==> src/pattern.mem <==
// one hex pattern nibble per line, table entries 0 to 15 in order
1
2
4
8
8
4
2
1
3
6
c
9
f
0
a
5

==> src/hw/uart_pkg.sv <==
package uart_pkg;

    // serial payload and pattern widths.
    typedef logic [7:0] byte_t;
    typedef logic [3:0] pattern_t;
    typedef logic [3:0] pattern_addr_t;

    // counts clock cycles inside one bit period.
    typedef logic [15:0] baud_count_t;

    typedef enum logic [1:0] {
        tx_st_idle,
        tx_st_start,
        tx_st_data,
        tx_st_stop
    } tx_state_t;

    typedef enum logic [1:0] {
        rx_st_idle,
        rx_st_start,
        rx_st_data,
        rx_st_stop
    } rx_state_t;

    localparam int clock_hz = 8_000_000;
    localparam int baud_rate = 115200;

    // rounded up, so the line runs slightly slow rather than fast.
    localparam int clock_divider = (clock_hz + baud_rate - 1) / baud_rate;

    localparam int pattern_depth = 16;

    // upper nibble of every transmitted byte, which makes the patterns printable.
    localparam pattern_t byte_prefix = 4'h4;

    localparam string pattern_file = "/design/src/pattern.mem";

endpackage

==> src/hw/debouncer.sv <==
`timescale 1ns/1ps

module debouncer #(
    parameter int debounce_cycles = 100
) (
    input  logic clk,
    input  logic rst,
    input  logic sig_raw,
    output logic sig
);

    typedef logic [$clog2(debounce_cycles + 1) - 1:0] count_t;

    logic [1:0] sync;
    count_t     stable_count;

    // the switch is asynchronous to clk, so it passes two flops first.
    always_ff @(posedge clk) begin
        if (rst) begin
            sync         <= '0;
            sig          <= 1'b0;
            stable_count <= '0;
        end else begin
            sync <= {sync[0], sig_raw};
            if (sync[1] == sig) begin
                stable_count <= '0;
            end else if (stable_count == count_t'(debounce_cycles - 1)) begin
                // the new level has now held for debounce_cycles cycles in a row.
                sig          <= sync[1];
                stable_count <= '0;
            end else begin
                stable_count <= stable_count + 1'b1;
            end
        end
    end

endmodule

==> src/hw/pattern_source.sv <==
`timescale 1ns/1ps

module pattern_source #(
    parameter int tick_width = 22
) (
    input  logic             clk,
    input  logic             rst,
    input  logic             enable,
    input  logic             ready,
    output uart_pkg::byte_t  data,
    output logic             valid,
    output uart_pkg::pattern_t pattern
);

    import uart_pkg::*;

    pattern_t      table_mem [pattern_depth];
    pattern_addr_t addr;
    pattern_t      pattern_q;

    logic [tick_width-1:0] div_count;
    logic                  tick;

    initial begin
        $readmemh(pattern_file, table_mem);
    end

    // synchronous read port, one cycle behind any address change.
    always_ff @(posedge clk) begin
        pattern_q <= table_mem[addr];
    end

    // the divider restarts from zero each time playback is switched on.
    always_ff @(posedge clk) begin
        if (rst || !enable) begin
            div_count <= '0;
        end else begin
            div_count <= div_count + 1'b1;
        end
    end

    assign tick = enable && (&div_count);

    // valid doubles as the pending flag.
    // a tick that arrives while a byte waits is simply lost.
    always_ff @(posedge clk) begin
        if (rst) begin
            valid <= 1'b0;
            addr  <= '0;
        end else begin
            if (valid && ready) begin
                valid <= 1'b0;
                addr  <= addr + 1'b1;
            end else if (tick && !valid) begin
                valid <= 1'b1;
            end
        end
    end

    // the address only moves on acceptance, so pattern_q is settled
    // by the time valid can rise again and stays put while it is high.
    assign data    = {byte_prefix, pattern_q};
    assign pattern = pattern_q;

endmodule

==> src/hw/pattern_uart_top.sv <==
`timescale 1ns/1ps

module pattern_uart_top #(
    parameter int tick_width      = 22,
    parameter int debounce_cycles = 100
) (
    input  logic               clk,
    input  logic               rst,
    input  logic               sw_raw,
    input  logic               uart_txd_in,
    output uart_pkg::pattern_t led,
    output logic               uart_rxd_out,
    output logic               sw,
    output logic               tx_ready,
    output uart_pkg::byte_t    rx_data,
    output logic               rx_valid,
    output logic               rx_break,
    output logic               rx_error
);

    import uart_pkg::*;

    byte_t tx_data;
    logic  tx_valid;

    debouncer #(
        .debounce_cycles(debounce_cycles)
    ) i_debouncer (
        .clk(clk), .rst(rst),
        .sig_raw(sw_raw), .sig(sw)
    );

    pattern_source #(
        .tick_width(tick_width)
    ) i_pattern_source (
        .clk(clk), .rst(rst),
        .enable(sw), .ready(tx_ready),
        .data(tx_data), .valid(tx_valid),
        .pattern(led)
    );

    uart_tx #(
        .bit_cycles(clock_divider)
    ) i_uart_tx (
        .clk(clk), .rst(rst),
        .data(tx_data), .valid(tx_valid),
        .ready(tx_ready), .serial_out(uart_rxd_out)
    );

    // the receive path runs on its own and shares nothing with the player.
    uart_rx #(
        .bit_cycles(clock_divider)
    ) i_uart_rx (
        .clk(clk), .rst(rst),
        .serial_in(uart_txd_in),
        .data(rx_data), .valid(rx_valid),
        .break_received(rx_break), .error(rx_error)
    );

endmodule

==> src/hw/uart_rx.sv <==
`timescale 1ns/1ps

module uart_rx #(
    parameter int bit_cycles = uart_pkg::clock_divider
) (
    input  logic            clk,
    input  logic            rst,
    input  logic            serial_in,
    output uart_pkg::byte_t data,
    output logic            valid,
    output logic            break_received,
    output logic            error
);

    import uart_pkg::*;

    rx_state_t   state;
    baud_count_t baud_count;
    logic [2:0]  bit_index;
    logic [2:0]  sync;
    byte_t       shift_reg;
    logic        rx_bit;
    logic        half_end;
    logic        bit_end;

    // sync[2] is kept only to spot the falling edge of the start bit.
    assign rx_bit   = sync[1];
    assign half_end = (baud_count == baud_count_t'(bit_cycles / 2 - 1));
    assign bit_end  = (baud_count == baud_count_t'(bit_cycles - 1));

    always_ff @(posedge clk) begin
        if (state == rx_st_data && bit_end) begin
            shift_reg <= {rx_bit, shift_reg[7:1]};
        end
        if (state == rx_st_stop && bit_end) begin
            data <= shift_reg;
        end
    end

    always_ff @(posedge clk) begin
        if (rst) begin
            sync           <= '1;
            state          <= rx_st_idle;
            baud_count     <= '0;
            bit_index      <= '0;
            valid          <= 1'b0;
            break_received <= 1'b0;
            error          <= 1'b0;
        end else begin
            sync           <= {sync[1:0], serial_in};
            valid          <= 1'b0;
            break_received <= 1'b0;
            error          <= 1'b0;
            baud_count     <= bit_end ? '0 : baud_count + 1'b1;
            case (state)
                rx_st_idle: begin
                    baud_count <= '0;
                    if (sync[2] && !rx_bit) begin
                        state <= rx_st_start;
                    end
                end
                rx_st_start: begin
                    // a short low glitch is not a start bit.
                    if (half_end) begin
                        baud_count <= '0;
                        bit_index  <= '0;
                        state      <= rx_bit ? rx_st_idle : rx_st_data;
                    end
                end
                rx_st_data: begin
                    if (bit_end) begin
                        bit_index <= bit_index + 1'b1;
                        if (bit_index == 3'd7) begin
                            state <= rx_st_stop;
                        end
                    end
                end
                rx_st_stop: begin
                    if (bit_end) begin
                        // a low stop bit after all-zero data means the line is held low.
                        if (rx_bit) begin
                            valid <= 1'b1;
                        end else if (shift_reg == '0) begin
                            break_received <= 1'b1;
                        end else begin
                            error <= 1'b1;
                        end
                        state <= rx_st_idle;
                    end
                end
                default: state <= rx_st_idle;
            endcase
        end
    end

endmodule

==> src/hw/uart_tx.sv <==
`timescale 1ns/1ps

module uart_tx #(
    parameter int bit_cycles = uart_pkg::clock_divider
) (
    input  logic            clk,
    input  logic            rst,
    input  uart_pkg::byte_t data,
    input  logic            valid,
    output logic            ready,
    output logic            serial_out
);

    import uart_pkg::*;

    tx_state_t   state;
    baud_count_t baud_count;
    logic [2:0]  bit_index;
    byte_t       shift_reg;
    logic        bit_end;
    logic        shift_en;

    assign ready    = (state == tx_st_idle);
    assign bit_end  = (baud_count == baud_count_t'(bit_cycles - 1));
    assign shift_en = bit_end && ((state == tx_st_start) ||
                                  (state == tx_st_data && bit_index != 3'd7));

    // LSB goes out first, so the register shifts right.
    always_ff @(posedge clk) begin
        if (ready && valid) begin
            shift_reg <= data;
        end else if (shift_en) begin
            shift_reg <= shift_reg >> 1;
        end
    end

    always_ff @(posedge clk) begin
        if (rst) begin
            state      <= tx_st_idle;
            serial_out <= 1'b1;
            baud_count <= '0;
            bit_index  <= '0;
        end else begin
            baud_count <= bit_end ? '0 : baud_count + 1'b1;
            case (state)
                tx_st_idle: begin
                    baud_count <= '0;
                    if (valid) begin
                        serial_out <= 1'b0;
                        state      <= tx_st_start;
                    end
                end
                tx_st_start: begin
                    if (bit_end) begin
                        serial_out <= shift_reg[0];
                        bit_index  <= '0;
                        state      <= tx_st_data;
                    end
                end
                tx_st_data: begin
                    if (bit_end) begin
                        if (bit_index == 3'd7) begin
                            serial_out <= 1'b1;
                            state      <= tx_st_stop;
                        end else begin
                            serial_out <= shift_reg[0];
                            bit_index  <= bit_index + 1'b1;
                        end
                    end
                end
                tx_st_stop: begin
                    if (bit_end) begin
                        state <= tx_st_idle;
                    end
                end
                default: state <= tx_st_idle;
            endcase
        end
    end

endmodule

==> config.mk <==
export PLATFORM = sky130hd
export DESIGN_NAME = pattern_uart_top
export DESIGN_NICKNAME = d
export VERILOG_FILES = /design/src/hw/uart_pkg.sv /design/src/hw/debouncer.sv /design/src/hw/pattern_source.sv /design/src/hw/pattern_uart_top.sv /design/src/hw/uart_rx.sv /design/src/hw/uart_tx.sv
export SDC_FILE = /design/constraint.sdc
export NUM_CORES = 1
export LEC_CHECK = 0
export ABC_AREA = 1
export BUFFER_PORTS_ARGS = -buffer_cell sky130_fd_sc_hd__buf_2
export CORE_MARGIN = 3
export CORE_UTILIZATION = 59
export DETAILED_ROUTE_END_ITERATION = 10
export PLACE_DENSITY_LB_ADDON = 0.05
export SYNTH_ARGS = -nofsm -noshare
export SYNTH_HDL_FRONTEND = slang
export SYNTH_SLANG_ARGS = --single-unit
==> constraint.sdc <==
create_clock -name clk -period 2.4 [get_ports clk]
set_clock_uncertainty 0.15 [all_clocks]
set_input_delay 0.48 -clock clk [delete_from_list [all_inputs] [get_ports clk]]
set_output_delay 0.48 -clock clk [all_outputs]
set_load 0.03 [all_outputs]
### Word level (Yosys, flattened, before mapping)

Cells that the tools add are included.

| storage, ports and cells | value |
|---|---|
| input port bits | 4 |
| output and inout bits | 18 |
| memories kept | 0 |
| memory bits (read-only) | 0 |
| word-level logic and storage cells | 120 |
| bits in latches | 0 |
| flip-flop bits (word level) | 109 |
| bits in writable memories | 0 |

| operators by class | value |
|---|---|
| bitwise logic cells | 3 |
| multipliers | 0 |
| $add $sub $neg | 6 |
| divide/modulo/power cells | 0 |
| eq/ne operators | 25 |
| order comparisons | 0 |
| reduce and logical (&&, ||, !) cells | 32 |
| shift-type cells | 0 |
| mux-type cells | 33 |

Operators with widths:

| cell | count |
|---|---|
| adder 16 x 1 -> 16 bit, second input constant | 2 |
| == test 16 x 7 -> 1 bit, second input constant | 2 |
| two-way mux 16 bit | 2 |
| one-hot mux 16 bit (2 select lines) | 1 |
| adder 22 x 1 -> 22 bit, second input constant | 1 |
| two-way mux 2 bit | 11 |
| AND reduction 22 bit | 1 |
| == test 16 x 6 -> 1 bit, second input constant | 1 |
| one-hot mux 2 bit (4 select lines) | 2 |
| two-way mux 3 bit | 5 |
| inequality test 2 x 1 -> 1 bit, second input constant | 7 |
| one-hot mux 3 bit (2 select lines) | 2 |
| AND reduction 5 bit | 2 |
| OR reduction 3 bit | 3 |
| == test 2 bit, second input constant | 4 |
| logical AND 1 bit | 8 |
| logical NOT 8 bit | 1 |
| two-way mux 4 bit | 2 |
| inequality test 2 bit, second input constant | 4 |
| AND reduction 4 bit | 2 |
| adder 7 x 1 -> 7 bit, second input constant | 1 |
| == test 7 bit, second input constant | 1 |
| two-way mux 1 bit | 7 |
| adder 3 x 1 -> 3 bit, second input constant | 2 |
| other kinds (15) | 25 |

### Depth between registers and ports, before layout

Gate-level depths: netlist (run 1).

| logic depth | value |
|---|---|
| depth in word-level cells | 6 |
| depth in mapped cells | 14 |
| mapped depth without buffers | 14 |

### By module

Synthesis (run 1) repeated with hierarchy kept, for this count alone.

| unflattened totals | value |
|---|---|
| cell total of the unflattened synthesis | 655 |
| area total of the unflattened synthesis | 5143.7 um^2 |

Modules (own cells, without submodules):

| module | cells each | instances | area each (um^2) |
|---|---|---|---|
| uart_rx | 198 | 1 | 1855.5 |
| uart_tx | 210 | 1 | 1619.1 |
| pattern_source | 183 | 1 | 1236.2 |
| debouncer | 64 | 1 | 432.9 |

### Worst setup path before layout (run 1)

Ideal clock, no wire load.

| path | value |
|---|---|
| kind | register to register |
| from | register i_uart_rx.baud_count[0] |
| to | register i_uart_rx.data[0] (enable) |
| setup time | 0.374 ns |
| stages on the path, launching flop included | 6 |
| clock period less this slack | 1.764 ns |
| data arrival time | 1.241 ns |
| slack | 0.636 ns |
| cell sequence | dfxtp_1 -> ha_1 -> nand3_1 -> nor2_2 -> nand2_4 -> nor2_1 |

| on the way | value |
|---|---|
| longest elaborated chain between the ends | 2 |

RTL lines:

| element | line | source |
|---|---|---|
| start, declared | uart_rx.sv:18 | `baud_count_t baud_count;` |
| start signal, assigned | uart_rx.sv:54 | `baud_count <= bit_end ? '0 : baud_count + 1'b1;` |
| == test 16 x 7 -> 1 bit | uart_rx.sv:29 | `assign bit_end = (baud_count == baud_count_t'(bit_cycles - 1));` |
| logical AND 1 bit | uart_rx.sv:35 | `if (state == rx_st_stop && bit_end) begin` |
| end signal, assigned | uart_rx.sv:36 | `data <= shift_reg;` |
| end, declared | uart_rx.sv:9 | `output uart_pkg::byte_t data,` |

Every way passes these cells.
A chain may end at the register's enable or synchronous reset.

### Final worst setup path (run 1)

| path | value |
|---|---|
| from | register i_uart_tx.state[0] |
| to | output port tx_ready |

| on the way | value |
|---|---|
| longest elaborated chain between the ends | 1 |

RTL lines:

| element | line | source |
|---|---|---|
| start, declared | uart_tx.sv:16 | `tx_state_t state;` |
| start signal, assigned | uart_tx.sv:39 | `state <= tx_st_idle;` |
| start signal, assigned | uart_tx.sv:50 | `state <= tx_st_start;` |
| start signal, assigned | uart_tx.sv:57 | `state <= tx_st_data;` |
| logical NOT 2 bit | uart_tx.sv:23 | `assign ready = (state == tx_st_idle);` |
| end, declared | pattern_uart_top.sv:14 | `output logic tx_ready,` |

Every way passes these cells.

==> run_results.csv, run 1 <==
group,metric,value,unit
run_status,status,"finished, final reports clean",
timing,fin_setup_tns,0,ps
placed_design,dp_cells,712,
clock_tree,hold_buffers,0,
routing,drt_iter0_markers,119,
clock_tree,cts_resized,0,
cells_and_area,antenna_cells,0,
critical_path,startpoint_type,"flip-flop",
global_route,grt_pass1_vias,3456,
timing,slew_violations,0,
critical_path,required,1770,ps
clock_tree,clock_sinks,105,
global_route,grt_antenna_before_repair,0,
floorplan,die_height,96.65,µm
routing,vias,3741,
placed_design,hpwl,6322,µm
synth,syn-cell-area,4848,µm²
timing,fin_crit_sh,80.66,%
routing,dr.pass1.iters,4,
critical_path,crit_type,"flip-flop to output port",
routing,via_per_inst,5.139,
critical_path,worstPathCellList,"inv_1 -> ha_1 -> buf_2",
global_route,gr-total-overflow,0,
clock_tree,root_buffer,"clkbuf_8",
timing,hold_viol,0,
synth,synthArstFlopShare,0,%
floorplan,num_rows,32,
flow_run,cap_viol_max_count,0,
clock_tree,post-cts-setup-buffer-count,0,
clock_tree,numCtsBuffers,9,
placed_design,port_buffers,17,
clock_tree,path_clk_slew,100,ps
timing,max_freq,516.6,MHz
routing,ant_nets,0,
global_route,grt_start_max_net_pins,20,
synth,synth-edff-count,20,
routing,drc,0,
cells_and_area,final-instance-count-excl-fill,728,
cells_and_area,drive_above_1_share,13.90,%
critical_path,arrival,1310,ps
cells_and_area,final_nets,645,
clock_tree,htreeDepth,3,
cells_and_area,design_area,5253,µm²
critical_path,path_max_fanout,4,
timing,setup_violations,0,
synth,yosysWarnings,0,
critical_path,critPathTopFamily,"flip-flops",
synth,syn-instance-count,596,
critical_path,worstSetupEndpointType,"output port",
routing,routed_wl,8538,µm
cells_and_area,syn_to_final_growth,8.336,%
power,p_leak,1.884,nW
floorplan,die_width,96.65,µm
cells_and_area,layout_common_cells,"nand2_1, dfxtp_1, nor2_1",
worst_hold_path,hold_path.class,"input port to flip-flop",
clock_tree,tritoncts,"yes",
global_route,grt_pass1_wl,14860,µm
synth,synth-seq-cells,105,
floorplan,pin_count,22,
timing,maxSlewHeadroom,56.72,%
synth,synth_cell_types,42,
floorplan,start_util,61.78,%
floorplan,fp.dieArea,9341,µm²
power,power_density,629.3,nW/µm²
cells_and_area,final_common_cell,"nand2_1",
critical_path,critPathSlowestCell,"dfxtp_1",
synth,synth_area_per_cell,8.135,µm²
timing,rsz0062_at_grt,"false",
cells_and_area,largestRegisters,"i_pattern_source.div_count: 22 flops, i_uart_rx.baud_count: 16 flops, i_uart_tx.baud_count: 16 flops",
cells_and_area,largest_register_ff_count,22,
global_route,grt_usage,18.56,%
routing,routedWlPerCell,11.73,µm
power,irDropWorstVdd,0.4119,mV
timing,min_period,1936,ps
power,p_total,3.306,mW
placed_design,post_dp_cell_area,5045,µm²
synth,seq_area_frac_synth,47.48,%
clock_tree,cts_buffer_depth,2,
critical_path,crit_buf_inv,2,
critical_path,critical_path.max_stage_delay,390,ps
synth,synth_ff_type,"dfxtp_1",
cells_and_area,largest_register,"i_pattern_source.div_count",
placed_design,place_congestion,0.8598,
timing,worst-slew-pin-transition,643.3,ps
clock_tree,insertion_delay,360,ps
floorplan,core_area,7848,µm²
[logic make-up after synthesis]
| logic type | after synthesis | synth area share (%) |
|---|---|---|
| compound gates | 69 | 7.665 |
| xor+xnor | 10 | 1.806 |
| fa+ha+maj | 20 | 5.161 |
| buf+inv | 97 | 8.000 |
| flops | 105 | 47.48 |
| other cells | 1 | 0.07735 |
| simple gates | 294 | 29.81 |
[metrics by stage]
step,hold slack (ps),util (%),setup slack (ps)
2_1_floorplan,238.3,-,635.7
3_3_place_gp,244.4,64.29,593.7
3_5_place_dp,254.2,64.29,471.5
4_1_cts,156.6,66.93,442.1
5_1_grt,146.7,66.93,293.4
6_report,168.6,66.93,464.2
[where the power goes]
part           switching [mW]  total (mW)  internal [mW]
Clock                   0.627        1.13          0.503
Combinational           0.215       0.322          0.107
Sequential             0.0348        1.85           1.82
Total                   0.877        3.31           2.43
[routing by layer]
metal	vias to the layer above	track usage [%]	share of wire, %
li1	1966	-	-
met1	1722	23.09	48
met2	45	32.17	48
met3	8	4.686	2.8
met4	0	4.644	1.2
met5	-	0	0
[synthesized netlist by cell type, types with 5 or more instances]
library cell | instances | share of area (%)
o21ai_0 | 18 | 1.9
ha_1 | 20 | 5.2
buf_4 | 5 | 0.77
edfxtp_1 | 20 | 12
inv_1 | 77 | 6.0
dfxtp_1 | 85 | 35
nand2_2 | 5 | 0.65
inv_2 | 8 | 0.62
xor2_1 | 6 | 1.1
nor3_2 | 7 | 1.4
a21oi_1 | 38 | 3.9
nor2_2 | 8 | 1.0
nand4_1 | 14 | 1.8
nor2_1 | 79 | 6.1
nand3_2 | 5 | 1.0
nand3_1 | 19 | 2.0
nor3_1 | 25 | 2.6
nor4_1 | 5 | 0.65
nand2_1 | 105 | 8.1
[layout make-up]
class	instances	area (µm²)
Tap cell	102	127.6
Multi-Input combinational cell	397	2170
Sequential cell	105	2302
Inverter	86	322.8
Clock inverter	7	83.83
Clock buffer	9	123.9
Timing Repair Buffer	22	122.6
Fill cell	660	2595
[worst paths after layout]
check,from,to,slack [ps],cells after the start
worst max register to register,i_uart_tx.state[0]$_SDFFE_PP0P_,i_uart_tx.shift_reg[1]$_DFFE_PP_,470,6
worst max-delay path,i_uart_tx.state[0]$_SDFFE_PP0P_,tx_ready,460,3
worst min-delay path,uart_txd_in,i_uart_rx.sync[0]$_SDFF_PP1_,170,2
worst min register to register,i_uart_rx.sync[0]$_SDFF_PP1_,i_uart_rx.sync[1]$_SDFF_PP1_,270,1
[worst reg2reg max path, cell delays in order, from the launching register on]
cell	delay, ps
dfxtp_1	390
inv_1	100
ha_1	280
inv_1	80
nor2_1	50
o211ai_1	380
nand2_1	220
(Power assumes the default switching activity.)
==> run 2: changes to the inputs <==
==> constraint.sdc (replaced) <==
create_clock -name clk -period 1.8 [get_ports clk]
set_clock_uncertainty 0.15 [all_clocks]
set_input_delay 0.36 -clock clk [delete_from_list [all_inputs] [get_ports clk]]
set_output_delay 0.36 -clock clk [all_outputs]
set_load 0.03 [all_outputs]
==> run 2 against run 1 <==
- clock-buffer cell count is the same
- sequential cell count is the same
- via count grew 2.5%
- non-clock buffer count grew 17
- cell count grew 2.3%
- critical path type unchanged
- largest power group unchanged
- highest routed layer unchanged
==> run_results.csv, run 2 (same netlist as run 1, synthesis figures left out) <==
group,metric,value,unit
run_status,status,"finished, final reports clean",
cells_and_area,syn_to_final_growth,12.34,%
floorplan,die_width,96.65,µm
floorplan,fp.dieArea,9341,µm²
clock_tree,tritoncts,"yes",
routing,routed_wl,8847,µm
critical_path,reg2regPathDepth,7,
timing,setup_ws,41.64,ps
placed_design,dp_cells,724,
routing,routedWlPerCell,11.88,µm
clock_tree,root_buffer,"clkbuf_8",
routing,via_per_inst,5.149,
power,p_leak,1.988,nW
critical_path,arrival,1250,ps
placed_design,port_buffers,17,
power,p_total,4.379,mW
global_route,gr-total-overflow,0,
cells_and_area,largest_register,"i_pattern_source.div_count",
power,power_frac_comb,10.7,%
cells_and_area,largestRegisters,"i_pattern_source.div_count: 22 flops, i_uart_rx.baud_count: 16 flops, i_uart_tx.baud_count: 16 flops",
floorplan,die_height,96.65,µm
routing,dr.pass1.iters,4,
critical_path,critical_path.max_stage_delay,350,ps
placed_design,place_congestion,0.8395,
timing,min_period,1758,ps
critical_path,critPathSlowestCell,"dfxtp_2",
routing,drt_iter0_markers,159,
global_route,grt_usage,19.07,%
worst_hold_path,hold_path.class,"input port to flip-flop",
critical_path,worstPathCellList,"inv_1 -> ha_2 -> clkbuf_4",
critical_path,r2r-start,"i_uart_tx.bit_index[0]$_SDFFE_PP0P_",
cells_and_area,final_util,69.40,%
cells_and_area,layout_common_cells,"nand2_1, nor2_1, dfxtp_1",
floorplan,core_area,7848,µm²
power,clockPowerShare,32.7,%
clock_tree,insertion_delay,380,ps
timing,max_freq,568.7,MHz
cells_and_area,final_common_cell,"nand2_1",
routing,drc,0,
clock_tree,clock_sinks,105,
power,switching_share,27.79,%
critical_path,path_max_fanout,4,
floorplan,start_util,61.78,%
cells_and_area,largest_register_ff_count,22,
placed_design,post-place-ws,68.83,ps
floorplan,num_rows,32,
placed_design,hpwl,6400,µm
placed_design,post_dp_cell_area,5135,µm²
global_route,grt_pass1_wl,15320,µm
clock_tree,htreeDepth,3,
timing,slew_violations,0,
power,p_switching,1.217,mW
critical_path,crit_type,"flip-flop to output port",
timing,fin_crit_sh,97.69,%
power,p_seq_share,56.6,%
global_route,grt_pass1_vias,3596,
cells_and_area,final_nets,662,
timing,rsz0062_at_grt,"true",
cells_and_area,drive_above_1_share,18.51,%
timing,setup_violations,0,
cells_and_area,antenna_cells,0,
flow_run,cap_viol_max_count,0,
routing,ant_nets,0,
floorplan,pin_count,22,
power,power_density,803.9,nW/µm²
critical_path,startpoint_type,"flip-flop",
critical_path,critPathTopFamily,"flip-flops",
worst_hold_path,min_from,"sw_raw",
timing,hold-worst-slack,42.44,ps
critical_path,r2r_setup_slack,120,ps
timing,fin_setup_tns,0,ps
critical_path,required,1290,ps
global_route,grt_antenna_before_repair,0,
power,irDropWorstVdd,0.5041,mV
clock_tree,path_clk_slew,110,ps
cells_and_area,design_area,5446,µm²
global_route,grt_start_max_net_pins,21,
worst_hold_path,hold_end,"i_debouncer.sync[0]$_SDFF_PP0_",
cells_and_area,final-instance-count-excl-fill,745,
timing,hold_viol,0,
routing,vias,3836,
critical_path,rr_endpoint,"i_uart_tx.shift_reg[4]$_SDFFE_PP0P_",
clock_tree,cts_buffer_depth,2,
critical_path,crit_buf_inv,2,
clock_tree,numCtsBuffers,9,
critical_path,worstSetupEndpointType,"output port",
worst_hold_path,hold_depth,3,
power,intPower,3.162,mW
## run 2: worst max-delay path by stage
stage / startpoint / end / cells after the start
floorplan: i_uart_rx.baud_count[0]$_SDFF_PP0_ / i_uart_rx.data[0]$_DFFE_PP_ / 5
global placement: i_uart_tx.baud_count[0]$_SDFF_PP0_ / i_uart_tx.baud_count[12]$_SDFF_PP0_ / 7
detailed placement: i_uart_tx.baud_count[0]$_SDFF_PP0_ / i_uart_tx.baud_count[12]$_SDFF_PP0_ / 7
CTS: i_uart_tx.state[0]$_SDFFE_PP0P_ / tx_ready / 3
global route: i_pattern_source.div_count[1]$_SDFF_PP0_ / i_pattern_source.valid$_SDFFE_PP0P_ / 9
finish: i_uart_tx.state[1]$_SDFFE_PP0P_ / tx_ready / 3
## run 2: power groups by stage
stage | sequential [mW] | clock (mW) | combinational, mW
floorplan | 2.51 | 0 | 0.357
global placement | 2.52 | 0 | 0.440
detailed placement | 2.53 | 0 | 0.447
CTS | 2.47 | 1.48 | 0.449
global route | 2.49 | 1.56 | 0.538
finish | 2.48 | 1.43 | 0.467
## run 2: final cells by class
class	instances	area, µm²
Clock buffer	9	123.9
Sequential cell	105	2313
Clock inverter	7	68.82
Multi-Input combinational cell	397	2235
Inverter	86	322.8
Timing Repair Buffer	39	255.2
Tap cell	102	127.6
Fill cell	656	2401
## run 2: worst register-to-register path, delay by kind of cell (launching register included)
family          cells  cell delay, ps
simple gates        1             160
compound gates      3             360
buf+inv             1             180
flops               1             330
fa+ha+maj           2             400
## run 2: metal layers
| layer | up-vias | part of all wire (%) | global-route usage [%] |
|---|---|---|---|
| li1 | 2008 | - | - |
| met1 | 1754 | 48 | 24.57 |
| met2 | 60 | 48 | 32.27 |
| met3 | 14 | 3.4 | 3.821 |
| met4 | 0 | 1.4 | 5.940 |
| met5 | - | 0 | 0 |
## run 2: repair_timing
item,in CTS,in global routing
endpoints found under the setup margin,1,40
hold buffers,1,0
pin swaps,0,8
buffers inserted,0,4
endpoints found under the hold margin,1,0
gates resized for setup,2,22
